==> src/design/fp_pkg.sv <==
package fp_pkg;

  // ------------------------------
  // Formats and widths
  // ------------------------------
  typedef enum logic [0:0] {
    FP32 = 1'b0,
    FP16 = 1'b1
  } fp_format_e;

  localparam int unsigned WORD_WIDTH = 32;
  localparam int unsigned FP16_WIDTH = 16;
  localparam int unsigned NUM_LANES  = WORD_WIDTH / FP16_WIDTH; // FP16 values per word

  // Field widths for the lane decode
  localparam int unsigned FP32_EXP_BITS = 8;
  localparam int unsigned FP32_MAN_BITS = 23;
  localparam int unsigned FP16_EXP_BITS = 5;
  localparam int unsigned FP16_MAN_BITS = 10;

  typedef logic [WORD_WIDTH-1:0] fp_word_t;
  typedef logic [FP16_WIDTH-1:0] fp16_t;
  typedef logic [WORD_WIDTH-2:0] fp_mag_t;  // Magnitude of the widest format

  // ------------------------------
  // Status flags
  // ------------------------------
  typedef struct packed {
    logic nv;  // Invalid operation
    logic dz;  // Divide by zero
    logic of;  // Overflow
    logic uf;  // Underflow
    logic nx;  // Inexact
  } status_t;

  // Canonical quiet NaNs, positive sign
  localparam fp_word_t CANON_NAN_FP32 = 32'h7fc0_0000;
  localparam fp16_t    CANON_NAN_FP16 = 16'h7e00;

endpackage

==> src/design/slice_pkg.sv <==
package slice_pkg;

  // ------------------------------
  // Operations
  // ------------------------------
  typedef enum logic [2:0] {
    MIN   = 3'd0,
    MAX   = 3'd1,
    SGNJ  = 3'd2,  // Sign of b
    SGNJN = 3'd3,  // Negated sign of b
    SGNJX = 3'd4   // Xor of both signs
  } operation_e;

  // ------------------------------
  // Lane request and response
  // ------------------------------
  typedef struct packed {
    operation_e         op;
    fp_pkg::fp_format_e fmt;
    logic               is_vector;
    logic               mask;
    fp_pkg::fp_word_t   a;
    fp_pkg::fp_word_t   b;
  } lane_req_t;

  // Format and vector flag ride along for result packing
  typedef struct packed {
    fp_pkg::fp_word_t   result;
    fp_pkg::status_t    status;
    fp_pkg::fp_format_e fmt;
    logic               is_vector;
    logic               mask;
  } lane_rsp_t;

endpackage

==> src/design/lane_dispatch.sv <==
`timescale 1ns/1ps

module lane_dispatch (
  input  fp_pkg::fp_word_t                             operand_a_i,
  input  fp_pkg::fp_word_t                             operand_b_i,
  input  slice_pkg::operation_e                        op_i,
  input  fp_pkg::fp_format_e                           fmt_i,
  input  logic                                         vectorial_op_i,
  input  logic [fp_pkg::NUM_LANES-1:0]                 simd_mask_i,
  // Upstream handshake
  input  logic                                         in_valid_i,
  output logic                                         in_ready_o,
  // Lane side
  output slice_pkg::lane_req_t [fp_pkg::NUM_LANES-1:0] lane_req_o,
  output logic [fp_pkg::NUM_LANES-1:0]                 lane_valid_o,
  input  logic [fp_pkg::NUM_LANES-1:0]                 lane_ready_i
);

  logic is_vector;

  // Only FP16 words can hold more than one value
  assign is_vector = vectorial_op_i & (fmt_i == fp_pkg::FP16);

  // ------------------------------
  // Operand slicing
  // ------------------------------
  always_comb begin : slice_operands
    for (int unsigned lane = 0; lane < fp_pkg::NUM_LANES; lane++) begin
      lane_req_o[lane].op        = op_i;
      lane_req_o[lane].fmt       = fmt_i;
      lane_req_o[lane].is_vector = is_vector;
      lane_req_o[lane].mask      = simd_mask_i[lane];
      // Upper bits are ignored by the lane
      lane_req_o[lane].a         = operand_a_i >> (lane * fp_pkg::FP16_WIDTH);
      lane_req_o[lane].b         = operand_b_i >> (lane * fp_pkg::FP16_WIDTH);
    end
  end

  // ------------------------------
  // Handshake gating
  // ------------------------------
  assign lane_valid_o[0] = in_valid_i;  // Lane 0 sees every word

  // Upper lane takes a vector half only in the cycle lane 0 takes its own
  assign lane_valid_o[1] = in_valid_i & is_vector & lane_ready_i[0];

  // A vector word needs room in both lanes
  assign in_ready_o = lane_ready_i[0] & (lane_ready_i[1] | ~is_vector);

endmodule

==> src/design/minmax_lane.sv <==
`timescale 1ns/1ps

module minmax_lane #(
  parameter int unsigned NumPipeRegs = 0,
  parameter int unsigned TagWidth    = 1
) (
  input  logic                 clk_i,
  input  logic                 arst_n_i,
  input  slice_pkg::lane_req_t req_i,
  input  logic [TagWidth-1:0]  tag_i,
  input  logic                 in_valid_i,
  output logic                 in_ready_o,
  input  logic                 flush_i,
  output slice_pkg::lane_rsp_t rsp_o,
  output logic [TagWidth-1:0]  tag_o,
  output logic                 out_valid_o,
  input  logic                 out_ready_i,
  output logic                 busy_o
);

  logic             is_fp16;
  logic             sign_a, sign_b;
  fp_pkg::fp_mag_t  mag_a, mag_b, canon_mag;
  logic             nan_a, nan_b, snan_a, snan_b;
  logic             a_lt_b, pick_a;
  logic             res_sign;
  fp_pkg::fp_mag_t  res_mag;
  fp_pkg::status_t  op_status;
  fp_pkg::fp_word_t op_result;

  // Returns {is NaN, is signaling NaN} in the given format
  function automatic logic [1:0] nan_flags(input fp_pkg::fp_word_t w, input logic fp16);
    logic exp_ones;
    logic man_nonzero;
    logic quiet;
    if (fp16) begin
      exp_ones    = &w[fp_pkg::FP16_MAN_BITS +: fp_pkg::FP16_EXP_BITS];
      man_nonzero = |w[fp_pkg::FP16_MAN_BITS-1:0];
      quiet       = w[fp_pkg::FP16_MAN_BITS-1];
    end else begin
      exp_ones    = &w[fp_pkg::FP32_MAN_BITS +: fp_pkg::FP32_EXP_BITS];
      man_nonzero = |w[fp_pkg::FP32_MAN_BITS-1:0];
      quiet       = w[fp_pkg::FP32_MAN_BITS-1];
    end
    return {exp_ones & man_nonzero, exp_ones & man_nonzero & ~quiet};
  endfunction

  // ------------------------------
  // Operand decode
  // ------------------------------
  assign is_fp16 = (req_i.fmt == fp_pkg::FP16);

  assign sign_a = is_fp16 ? req_i.a[fp_pkg::FP16_WIDTH-1] : req_i.a[fp_pkg::WORD_WIDTH-1];
  assign sign_b = is_fp16 ? req_i.b[fp_pkg::FP16_WIDTH-1] : req_i.b[fp_pkg::WORD_WIDTH-1];
  assign mag_a  = is_fp16 ? fp_pkg::fp_mag_t'(req_i.a[fp_pkg::FP16_WIDTH-2:0])
                          : req_i.a[fp_pkg::WORD_WIDTH-2:0];
  assign mag_b  = is_fp16 ? fp_pkg::fp_mag_t'(req_i.b[fp_pkg::FP16_WIDTH-2:0])
                          : req_i.b[fp_pkg::WORD_WIDTH-2:0];

  assign canon_mag = is_fp16 ? fp_pkg::fp_mag_t'(fp_pkg::CANON_NAN_FP16[fp_pkg::FP16_WIDTH-2:0])
                             : fp_pkg::CANON_NAN_FP32[fp_pkg::WORD_WIDTH-2:0];

  assign {nan_a, snan_a} = nan_flags(req_i.a, is_fp16);
  assign {nan_b, snan_b} = nan_flags(req_i.b, is_fp16);

  // Sign-magnitude order, -0 sorts below +0
  assign a_lt_b = (sign_a != sign_b) ? sign_a
                : (sign_a ? (mag_a > mag_b) : (mag_a < mag_b));
  assign pick_a = (req_i.op == slice_pkg::MIN) ? a_lt_b : ~a_lt_b;

  // ------------------------------
  // Operation
  // ------------------------------
  always_comb begin : operation
    res_sign  = sign_a;
    res_mag   = mag_a;
    op_status = '0;
    case (req_i.op)
      slice_pkg::MIN, slice_pkg::MAX: begin
        op_status.nv = snan_a | snan_b;
        if (nan_a && nan_b) begin
          res_sign = 1'b0;
          res_mag  = canon_mag;
        end else if (nan_a || (!nan_b && !pick_a)) begin
          res_sign = sign_b;  // NaN a or b wins the compare
          res_mag  = mag_b;
        end
      end
      slice_pkg::SGNJ:  res_sign = sign_b;
      slice_pkg::SGNJN: res_sign = ~sign_b;
      slice_pkg::SGNJX: res_sign = sign_a ^ sign_b;
      default:          res_sign = sign_a;
    endcase
  end

  // FP16 lives in the low half, upper half left boxed
  assign op_result = is_fp16 ? {{fp_pkg::FP16_WIDTH{1'b1}}, res_sign,
                                res_mag[fp_pkg::FP16_WIDTH-2:0]}
                             : {res_sign, res_mag};

  // ------------------------------
  // Pipeline
  // ------------------------------
  // Index i holds the item after i register stages
  slice_pkg::lane_rsp_t [0:NumPipeRegs]               pipe_rsp_q;
  logic                 [0:NumPipeRegs][TagWidth-1:0] pipe_tag_q;
  logic                 [0:NumPipeRegs]               pipe_valid_q;
  logic                 [0:NumPipeRegs]               pipe_ready;

  assign pipe_rsp_q[0] = '{
    result:    op_result,
    status:    op_status,
    fmt:       req_i.fmt,
    is_vector: req_i.is_vector,
    mask:      req_i.mask
  };
  assign pipe_tag_q[0]   = tag_i;
  assign pipe_valid_q[0] = in_valid_i;

  for (genvar i = 0; i < NumPipeRegs; i++) begin : gen_stage
    // Advance when downstream takes the item or only holds a bubble
    assign pipe_ready[i] = pipe_ready[i+1] | ~pipe_valid_q[i+1];

    always_ff @(posedge clk_i or negedge arst_n_i) begin
      if (!arst_n_i) begin
        pipe_valid_q[i+1] <= 1'b0;
      end else if (flush_i) begin
        pipe_valid_q[i+1] <= 1'b0;
      end else if (pipe_ready[i]) begin
        pipe_valid_q[i+1] <= pipe_valid_q[i];
      end
    end

    always_ff @(posedge clk_i) begin
      if (pipe_ready[i] && pipe_valid_q[i]) begin
        pipe_rsp_q[i+1] <= pipe_rsp_q[i];
        pipe_tag_q[i+1] <= pipe_tag_q[i];
      end
    end
  end

  assign pipe_ready[NumPipeRegs] = out_ready_i;  // Driven by the downstream side
  assign in_ready_o              = pipe_ready[0];
  assign out_valid_o             = pipe_valid_q[NumPipeRegs];
  assign rsp_o                   = pipe_rsp_q[NumPipeRegs];
  assign tag_o                   = pipe_tag_q[NumPipeRegs];

  // Registered stages only
  always_comb begin : busy_collect
    busy_o = 1'b0;
    for (int unsigned i = 1; i <= NumPipeRegs; i++) begin
      busy_o |= pipe_valid_q[i];
    end
  end

endmodule

==> src/design/result_pack.sv <==
`timescale 1ns/1ps

module result_pack (
  input  slice_pkg::lane_rsp_t [fp_pkg::NUM_LANES-1:0] lane_rsp_i,
  input  logic [fp_pkg::NUM_LANES-1:0]                 lane_valid_i,
  output logic [fp_pkg::NUM_LANES-1:0]                 lane_ready_o,
  input  logic [fp_pkg::NUM_LANES-1:0]                 lane_busy_i,
  // Downstream side
  output fp_pkg::fp_word_t                             result_o,
  output fp_pkg::status_t                              status_o,
  output logic                                         out_valid_o,
  input  logic                                         out_ready_i,
  output logic                                         busy_o
);

  logic          is_vector;
  logic          pair_valid;
  fp_pkg::fp16_t lower_half;
  fp_pkg::fp16_t upper_half;

  // Lane 0 carries the word's format and vector flag
  assign is_vector  = lane_rsp_i[0].is_vector;
  assign pair_valid = is_vector & lane_valid_i[0] & lane_valid_i[1];

  // ------------------------------
  // Handshake
  // ------------------------------
  assign out_valid_o     = lane_valid_i[0];
  assign lane_ready_o[0] = out_ready_i;
  // Pop the upper lane only together with its partner in lane 0
  assign lane_ready_o[1] = out_ready_i & pair_valid;
  assign busy_o          = |lane_busy_i;

  // ------------------------------
  // Result assembly
  // ------------------------------
  assign lower_half = lane_rsp_i[0].result[fp_pkg::FP16_WIDTH-1:0];
  assign upper_half = is_vector ? lane_rsp_i[1].result[fp_pkg::FP16_WIDTH-1:0]
                                : '1;  // NaN-box for scalar FP16

  assign result_o = (lane_rsp_i[0].fmt == fp_pkg::FP32) ? lane_rsp_i[0].result
                                                         : {upper_half, lower_half};

  // Masked lanes drop out of the flag OR
  always_comb begin : status_collapse
    status_o = lane_rsp_i[0].status & {$bits(fp_pkg::status_t){lane_rsp_i[0].mask}};
    if (is_vector) begin
      status_o |= lane_rsp_i[1].status & {$bits(fp_pkg::status_t){lane_rsp_i[1].mask}};
    end
  end

endmodule

==> src/design/fp_minmax_slice.sv <==
`timescale 1ns/1ps

module fp_minmax_slice #(
  parameter int unsigned NumPipeRegs = 0,
  parameter int unsigned TagWidth    = 1
) (
  input  logic                         clk_i,
  input  logic                         arst_n_i,
  // Input word
  input  fp_pkg::fp_word_t             operand_a_i,
  input  fp_pkg::fp_word_t             operand_b_i,
  input  slice_pkg::operation_e        op_i,
  input  fp_pkg::fp_format_e           fmt_i,
  input  logic                         vectorial_op_i,
  input  logic [TagWidth-1:0]          tag_i,
  input  logic [fp_pkg::NUM_LANES-1:0] simd_mask_i,
  input  logic                         in_valid_i,
  output logic                         in_ready_o,
  input  logic                         flush_i,
  // Output word
  output fp_pkg::fp_word_t             result_o,
  output fp_pkg::status_t              status_o,
  output logic [TagWidth-1:0]          tag_o,
  output logic                         out_valid_o,
  input  logic                         out_ready_i,
  output logic                         busy_o
);

  slice_pkg::lane_req_t [fp_pkg::NUM_LANES-1:0]               lane_req;
  slice_pkg::lane_rsp_t [fp_pkg::NUM_LANES-1:0]               lane_rsp;
  logic                 [fp_pkg::NUM_LANES-1:0]               lane_in_valid, lane_in_ready;
  logic                 [fp_pkg::NUM_LANES-1:0]               lane_out_valid, lane_out_ready;
  logic                 [fp_pkg::NUM_LANES-1:0]               lane_busy;
  logic                 [fp_pkg::NUM_LANES-1:0][TagWidth-1:0] lane_tag;

  lane_dispatch i_lane_dispatch (
    .operand_a_i,
    .operand_b_i,
    .op_i,
    .fmt_i,
    .vectorial_op_i,
    .simd_mask_i,
    .in_valid_i,
    .in_ready_o,
    .lane_req_o   ( lane_req      ),
    .lane_valid_o ( lane_in_valid ),
    .lane_ready_i ( lane_in_ready )
  );

  // ------------------------------
  // Lanes
  // ------------------------------
  for (genvar lane = 0; lane < fp_pkg::NUM_LANES; lane++) begin : gen_lanes
    minmax_lane #(
      .NumPipeRegs ( NumPipeRegs ),
      .TagWidth    ( TagWidth    )
    ) i_minmax_lane (
      .clk_i,
      .arst_n_i,
      .req_i       ( lane_req[lane]       ),
      .tag_i,
      .in_valid_i  ( lane_in_valid[lane]  ),
      .in_ready_o  ( lane_in_ready[lane]  ),
      .flush_i,
      .rsp_o       ( lane_rsp[lane]       ),
      .tag_o       ( lane_tag[lane]       ),
      .out_valid_o ( lane_out_valid[lane] ),
      .out_ready_i ( lane_out_ready[lane] ),
      .busy_o      ( lane_busy[lane]      )
    );
  end

  result_pack i_result_pack (
    .lane_rsp_i   ( lane_rsp       ),
    .lane_valid_i ( lane_out_valid ),
    .lane_ready_o ( lane_out_ready ),
    .lane_busy_i  ( lane_busy      ),
    .result_o,
    .status_o,
    .out_valid_o,
    .out_ready_i,
    .busy_o
  );

  assign tag_o = lane_tag[0];  // Lane 0 sees every word

endmodule

==> config.mk <==
export PLATFORM = sky130hd
export DESIGN_NAME = fp_minmax_slice
export DESIGN_NICKNAME = d
export VERILOG_FILES = /design/src/design/fp_pkg.sv /design/src/design/slice_pkg.sv /design/src/design/lane_dispatch.sv /design/src/design/minmax_lane.sv /design/src/design/result_pack.sv /design/src/design/fp_minmax_slice.sv
export SDC_FILE = /design/constraint.sdc
export NUM_CORES = 1
export LEC_CHECK = 0
export CORE_ASPECT_RATIO = 1.1
export CORE_MARGIN = 1
export CORE_UTILIZATION = 45
export DETAILED_ROUTE_END_ITERATION = 10
export DONT_BUFFER_PORTS = 1
export GPL_ROUTABILITY_DRIVEN = 1
export GPL_TIMING_DRIVEN = 0
export PLACE_DENSITY_LB_ADDON = 0.25
export SYNTH_ARGS = -nofsm -noshare
export SYNTH_HDL_FRONTEND = slang
export SYNTH_HIERARCHICAL = 1
export SYNTH_SLANG_ARGS = --single-unit
==> constraint.sdc <==
create_clock -name vclk -period 5
set_input_delay 0.5 -clock vclk [all_inputs]
set_output_delay 0.5 -clock vclk [all_outputs]
set_load 0.01 [all_outputs]
==> results by group, run 1 <==
Finish
  • Layout cells sized above 1: 0.270
  • Nets: 1,036
  • Synthesis-to-layout area growth: 6.35%
  • Finished Cell Area: 6160 um2
  • FF+latch area: 0 um2
  • Number of diodes: 0
  • Clk_buf instances: 0
  • Seq_cells: 0

CTS
  • Postcts setup bufs: 0

Global routing
  • Global-route wire length before repair: between 20,000 and 30,000 um
  • Vias in the first global route: 5,390
  • GRT Overall Usage: 0.245
  • Pin count of the biggest net entering global routing: 14
  • Initial antenna violation count: 0
  • Grt ovf: 0

Timing
  • Relative slew slack: 0.546
  • Final setup vio count: 0
  • Fin. Hold Viols: 0
  • RSZ-0062 raised after global routing: no
  • Crit path time final: 4.77 ns
  • Worst-Margin Slew: 0.672 ns
  • Final period utilization: 0.954
  • Max Clk Rate: 210 MHz
  • Slew Limit Fails: 0

Placement
  • RD Place Congestion: about 0.96
  • I/O Buffers: 0
  • Placed instance area: 6140 um2
  • Post-DP HPWL: around 15,000 um

Min path
  • Worst min-delay path class: in2out

Run status
  • Run status: finished clean

Setup path
  • Kind of critical path: in2out
  • Worst setup SP type: primary input
  • Worst setup EP type: primary output
  • Worst Path Arrival: around 4.3 ns
  • CP max FO: 10
  • Req. time, crit path: 4.50 ns

Synthesis
  • Cells after synthesis: ~860
  • Synthesized area per cell: about 6.8 um2
  • YS warnings: 6
  • Synthesized cell area: roughly 5800 um2

Floorplanning
  • I/O pin count: around 120
  • Core Area: roughly 13,000 um2
  • Chip Width: around 110 um
  • Chip height: between 100 and 150 um
  • Row cnt: 43
  • Initial core utilization: 0.460
  • Die area: 13,300 um2

Power
  • Pwr Total: 0.544 mW
  • Pwr/cell area: a little under 90 nW/um2
  • Leakage: between 2 and 3 nW
  • Peak supply drop: between 0.04 and 0.05 mV

Routing
  • Final wirelength: around 17,000 um
  • Wire per inst: 15.8 um
  • Antenna-violating nets left: 0
  • Initial DRC count: about 470
  • DRC viols: 0
  • Drt pass-1 iters: 6
  • Vias/cell: 5.58
  • Vias after detailed routing: 5,871

Flow run
  • Max_cap viols: 0
## repair_timing
action,4_1_cts,5_1_grt
hold buffers,0,0
cloned,0,0
endpoints found under the setup margin,30,4
resized for setup,7,4
## placed cells by master, fill, tap and decap left out, drive strengths merged, types with 3 or more instances in the layout
cell    instances
ha             62
a32o            5
o22ai           6
nor2           41
nand4          48
nor2b          32
buf           196
or2             8
inv            37
a21boi          7
o221a          12
nor4           20
and4           18
o22a           17
o31a            4
a21oi          38
nor4b           4
o21ai          40
o211ai          9
o31ai          12
mux2i           6
a21o            4
nand3b          4
a41oi           4
a211oi         12
o32a            9
nand2b          3
a22oi           4
and3            5
clkbuf         34
conb           42
nand3          22
nand2          90
nor3           17
a221oi          4
a31oi           4
or3             3
## worst paths after layout
| kind | start | cells after the start | end | slack, ns |
|---|---|---|---|---|
| worst min-delay path | tag_i | 1 | tag_o | 1.09 |
| worst max-delay path | fmt_i | 18 | result_o[30] | 0.23 |
## through the flow
step	setup WS (ns)	setup TNS (ns)	utilization	hold slack (ns)	instances
floorplan	0.534	0	-	1.09	896
global route	0.00468	0	0.490	1.10	1052
global placement	-0.259	-3.95	0.488	1.09	1053
finish	0.229	0	0.490	1.09	1052
CTS	0.113	0	0.489	1.09	1052
detailed placement	-0.240	-3.81	0.488	1.09	1053
## area by class of cell
type / instances / area, um2
tap: 157 / 196
multi-input combinational: 627 / 4240
inverter: 38 / 146
fill: 1372 / 6420
buffer: 230 / 1580
## routing by layer
metal | global-route usage | wire (um) | up-vias
met1 | 0.297 | 6690 | 2605
li1 | - | - | 3003
met4 | 0.0814 | 658 | 0
met3 | 0.0172 | 973 | 41
met2 | 0.449 | 8300 | 222
met5 | 0 | 0 | -
## critical path: stages
cell	delay, ns
buf_4	0.13
buf_2	0.26
clkbuf_4	0.26
clkbuf_2	0.25
nor2b_1	0.08
ha_1	0.35
a21oi_1	0.15
nand2_1	0.08
a221oi_2	0.40
a21boi_2	0.14
or2_1	0.30
or3_1	0.39
buf_6	0.15
buf_6	0.13
and4_4	0.17
o31ai_1	0.23
nor2_1	0.08
a31oi_2	0.21
## where the power goes
part,switching [mW],internal [mW]
clock,0,0
combinational,0.288,0.255
sequential,0,0
No activity file was read; power rests on OpenSTA's default activity.
==> inputs of run 2 (changes only) <==
- CORE_ASPECT_RATIO: 1.1 -> default
==> run 2 against run 1 <==
  * Via count up 0.61%
  * Clock-buffer cell count unchanged
  * Critical path depth unchanged
  * Routed wire length up 3.2%
  * Non-clock buffer count up 4
  * First-iteration DRC count up 6.9%
  * Die area about the same
  * Utilization up 0.42 points
  * Global-route usage up 0.71 points
  * Maximum frequency about the same
  * Combinational power up 1%
  * Power up 1.4%
  * Largest cell class unchanged
==> results by group, run 2 (synthesized netlist as in run 1, its figures left out) <==
Routing
  • Vias after detailed routing: a little under 6,000
  • Antenna-violating nets left: 0
  • Vias/cell: around 5.5
  • Wire per inst: between 15 and 20 um
  • Drt pass-1 iters: 5
  • Final wirelength: approximately 17,000 um
  • Initial DRC count: a little under 500
  • DRC viols: 0

Global routing
  • Global-route wire length before repair: ~27,000 um
  • GRT Overall Usage: 0.252
  • Grt ovf: 0
  • Initial antenna violation count: 0
  • Pin count of the biggest net entering global routing: 14
  • Vias in the first global route: between 5,000 and 6,000

Setup path
  • Top delay family on crit path: buffers and inverters
  • Crit-path cells: buf_4, buf_2, clkinvlp_4, buf_2, nand2_1, ha_1, a21oi_1, nand2_1, a221oi_2, a21boi_2, or2_1, or3_1, buf_6, buf_6, and4_4, o31ai_1, nor2_1, a31oi_1
  • CP max FO: 10
  • Worst setup EP type: primary output
  • Worst Path Arrival: 4.27 ns
  • Slowest stage delay, CP: between 0.3 and 0.4 ns
  • Req. time, crit path: ~4.5 ns
  • Worst setup SP type: primary input
  • Max stage delay cell, worst path: or3_1
  • Kind of critical path: in2out
  • Buf+Inv Stages, Crit Path: 6

Run status
  • Run status: finished clean

Timing
  • Crit path time final: between 4 and 5 ns
  • Relative slew slack: 0.499
  • RSZ-0062 raised after global routing: no
  • Max Clk Rate: around 210 MHz
  • Final TNS setup: 0 ns
  • Slew Limit Fails: 0
  • Final setup vio count: 0
  • Final period utilization: 0.954
  • Fin. Hold Viols: 0
  • Worst-Margin Slew: ~0.74 ns

Finish
  • Nets: between 1,000 and 1,500
  • FF+latch area: 0 um2
  • Commonest non-fill, non-tap cell in the layout: buf_4
  • Clk_buf instances: 0
  • Layout cells sized above 1: 0.273
  • Number of diodes: 0
  • Finished Cell Area: 6210 um2
  • Synthesis-to-layout area growth: 7.08%
  • Seq_cells: 0
  • Most frequent cells in the layout: buf_4 (184), nand2_1 (89), ha_1 (62)

Floorplanning
  • I/O pin count: about 120
  • Core Area: between 10,000 and 15,000 um2
  • Initial core utilization: 0.461
  • Die area: around 13,000 um2
  • Chip Width: ~120 um
  • Chip height: between 100 and 150 um
  • Row cnt: between 40 and 50

Power
  • Pwr/cell area: around 90 nW/um2
  • Leakage: between 2 and 3 nW
  • Peak supply drop: 0.0409 mV
  • Pwr Total: approximately 0.55 mW

Placement
  • RD Place Congestion: 0.968
  • Post-DP HPWL: 14,500 um
  • I/O Buffers: 0
  • Placed instance area: 6160 um2

CTS
  • Hold buffer count at cts: 0

Flow run
  • Max_cap viols: 0

Min path
  • Worst min-delay path class: in2out
-- run 2: changes by cell type in the layout (fill, tap and decap cells not counted) --
cell      change
a31oi_1       +1
a31oi_2       -1
buf_4         +5
clkbuf_4      -1
-- run 2: timing repair --
| action | CTS | global route |
|---|---|---|
| resized for setup | 4 | 5 |
| setup buffers | 0 | 5 |
| cloned | 0 | 0 |
| setup endpoints to repair | 25 | 30 |
-- run 2: final timing paths --
path	from	endpoint	cells past startpoint	slack [ns]
max	fmt_i	result_o[30]	18	0.23
min	tag_i	tag_o	1	1.09
-- run 2: final cells by class --
class / instances / area (um2)
multi-input cells: 627 / 4230
plain buffers: 229 / 1580
fillers: 1309 / 6360
repair buffers: 5 / 37.5
well taps: 172 / 215
inverters: 38 / 146
-- run 2: where the power goes --
part / total (mW) / switching [mW] / internal (mW)
clock network: 0 / 0 / 0
registers: 0 / 0 / 0
logic: 0.552 / 0.294 / 0.258
-- run 2: stage by stage --
stage,cells,util,setup WS (ns),hold WS [ns]
2_1_floorplan,896,-,0.534,1.09
3_3_place_gp,1068,0.490,-0.308,1.09
3_5_place_dp,1068,0.490,-0.334,1.09
4_1_cts,1067,0.490,0.00493,1.09
5_1_grt,1071,0.494,0.0379,1.10
6_report,1071,0.494,0.230,1.09
-- run 2: routing by layer --
metal	part of all wire	vias up	global-route usage
li1	-	3007	-
met1	0.44	2673	0.338
met2	0.47	195	0.433
met3	0.061	32	0.0188
met4	0.029	0	0.0701
met5	0	-	0
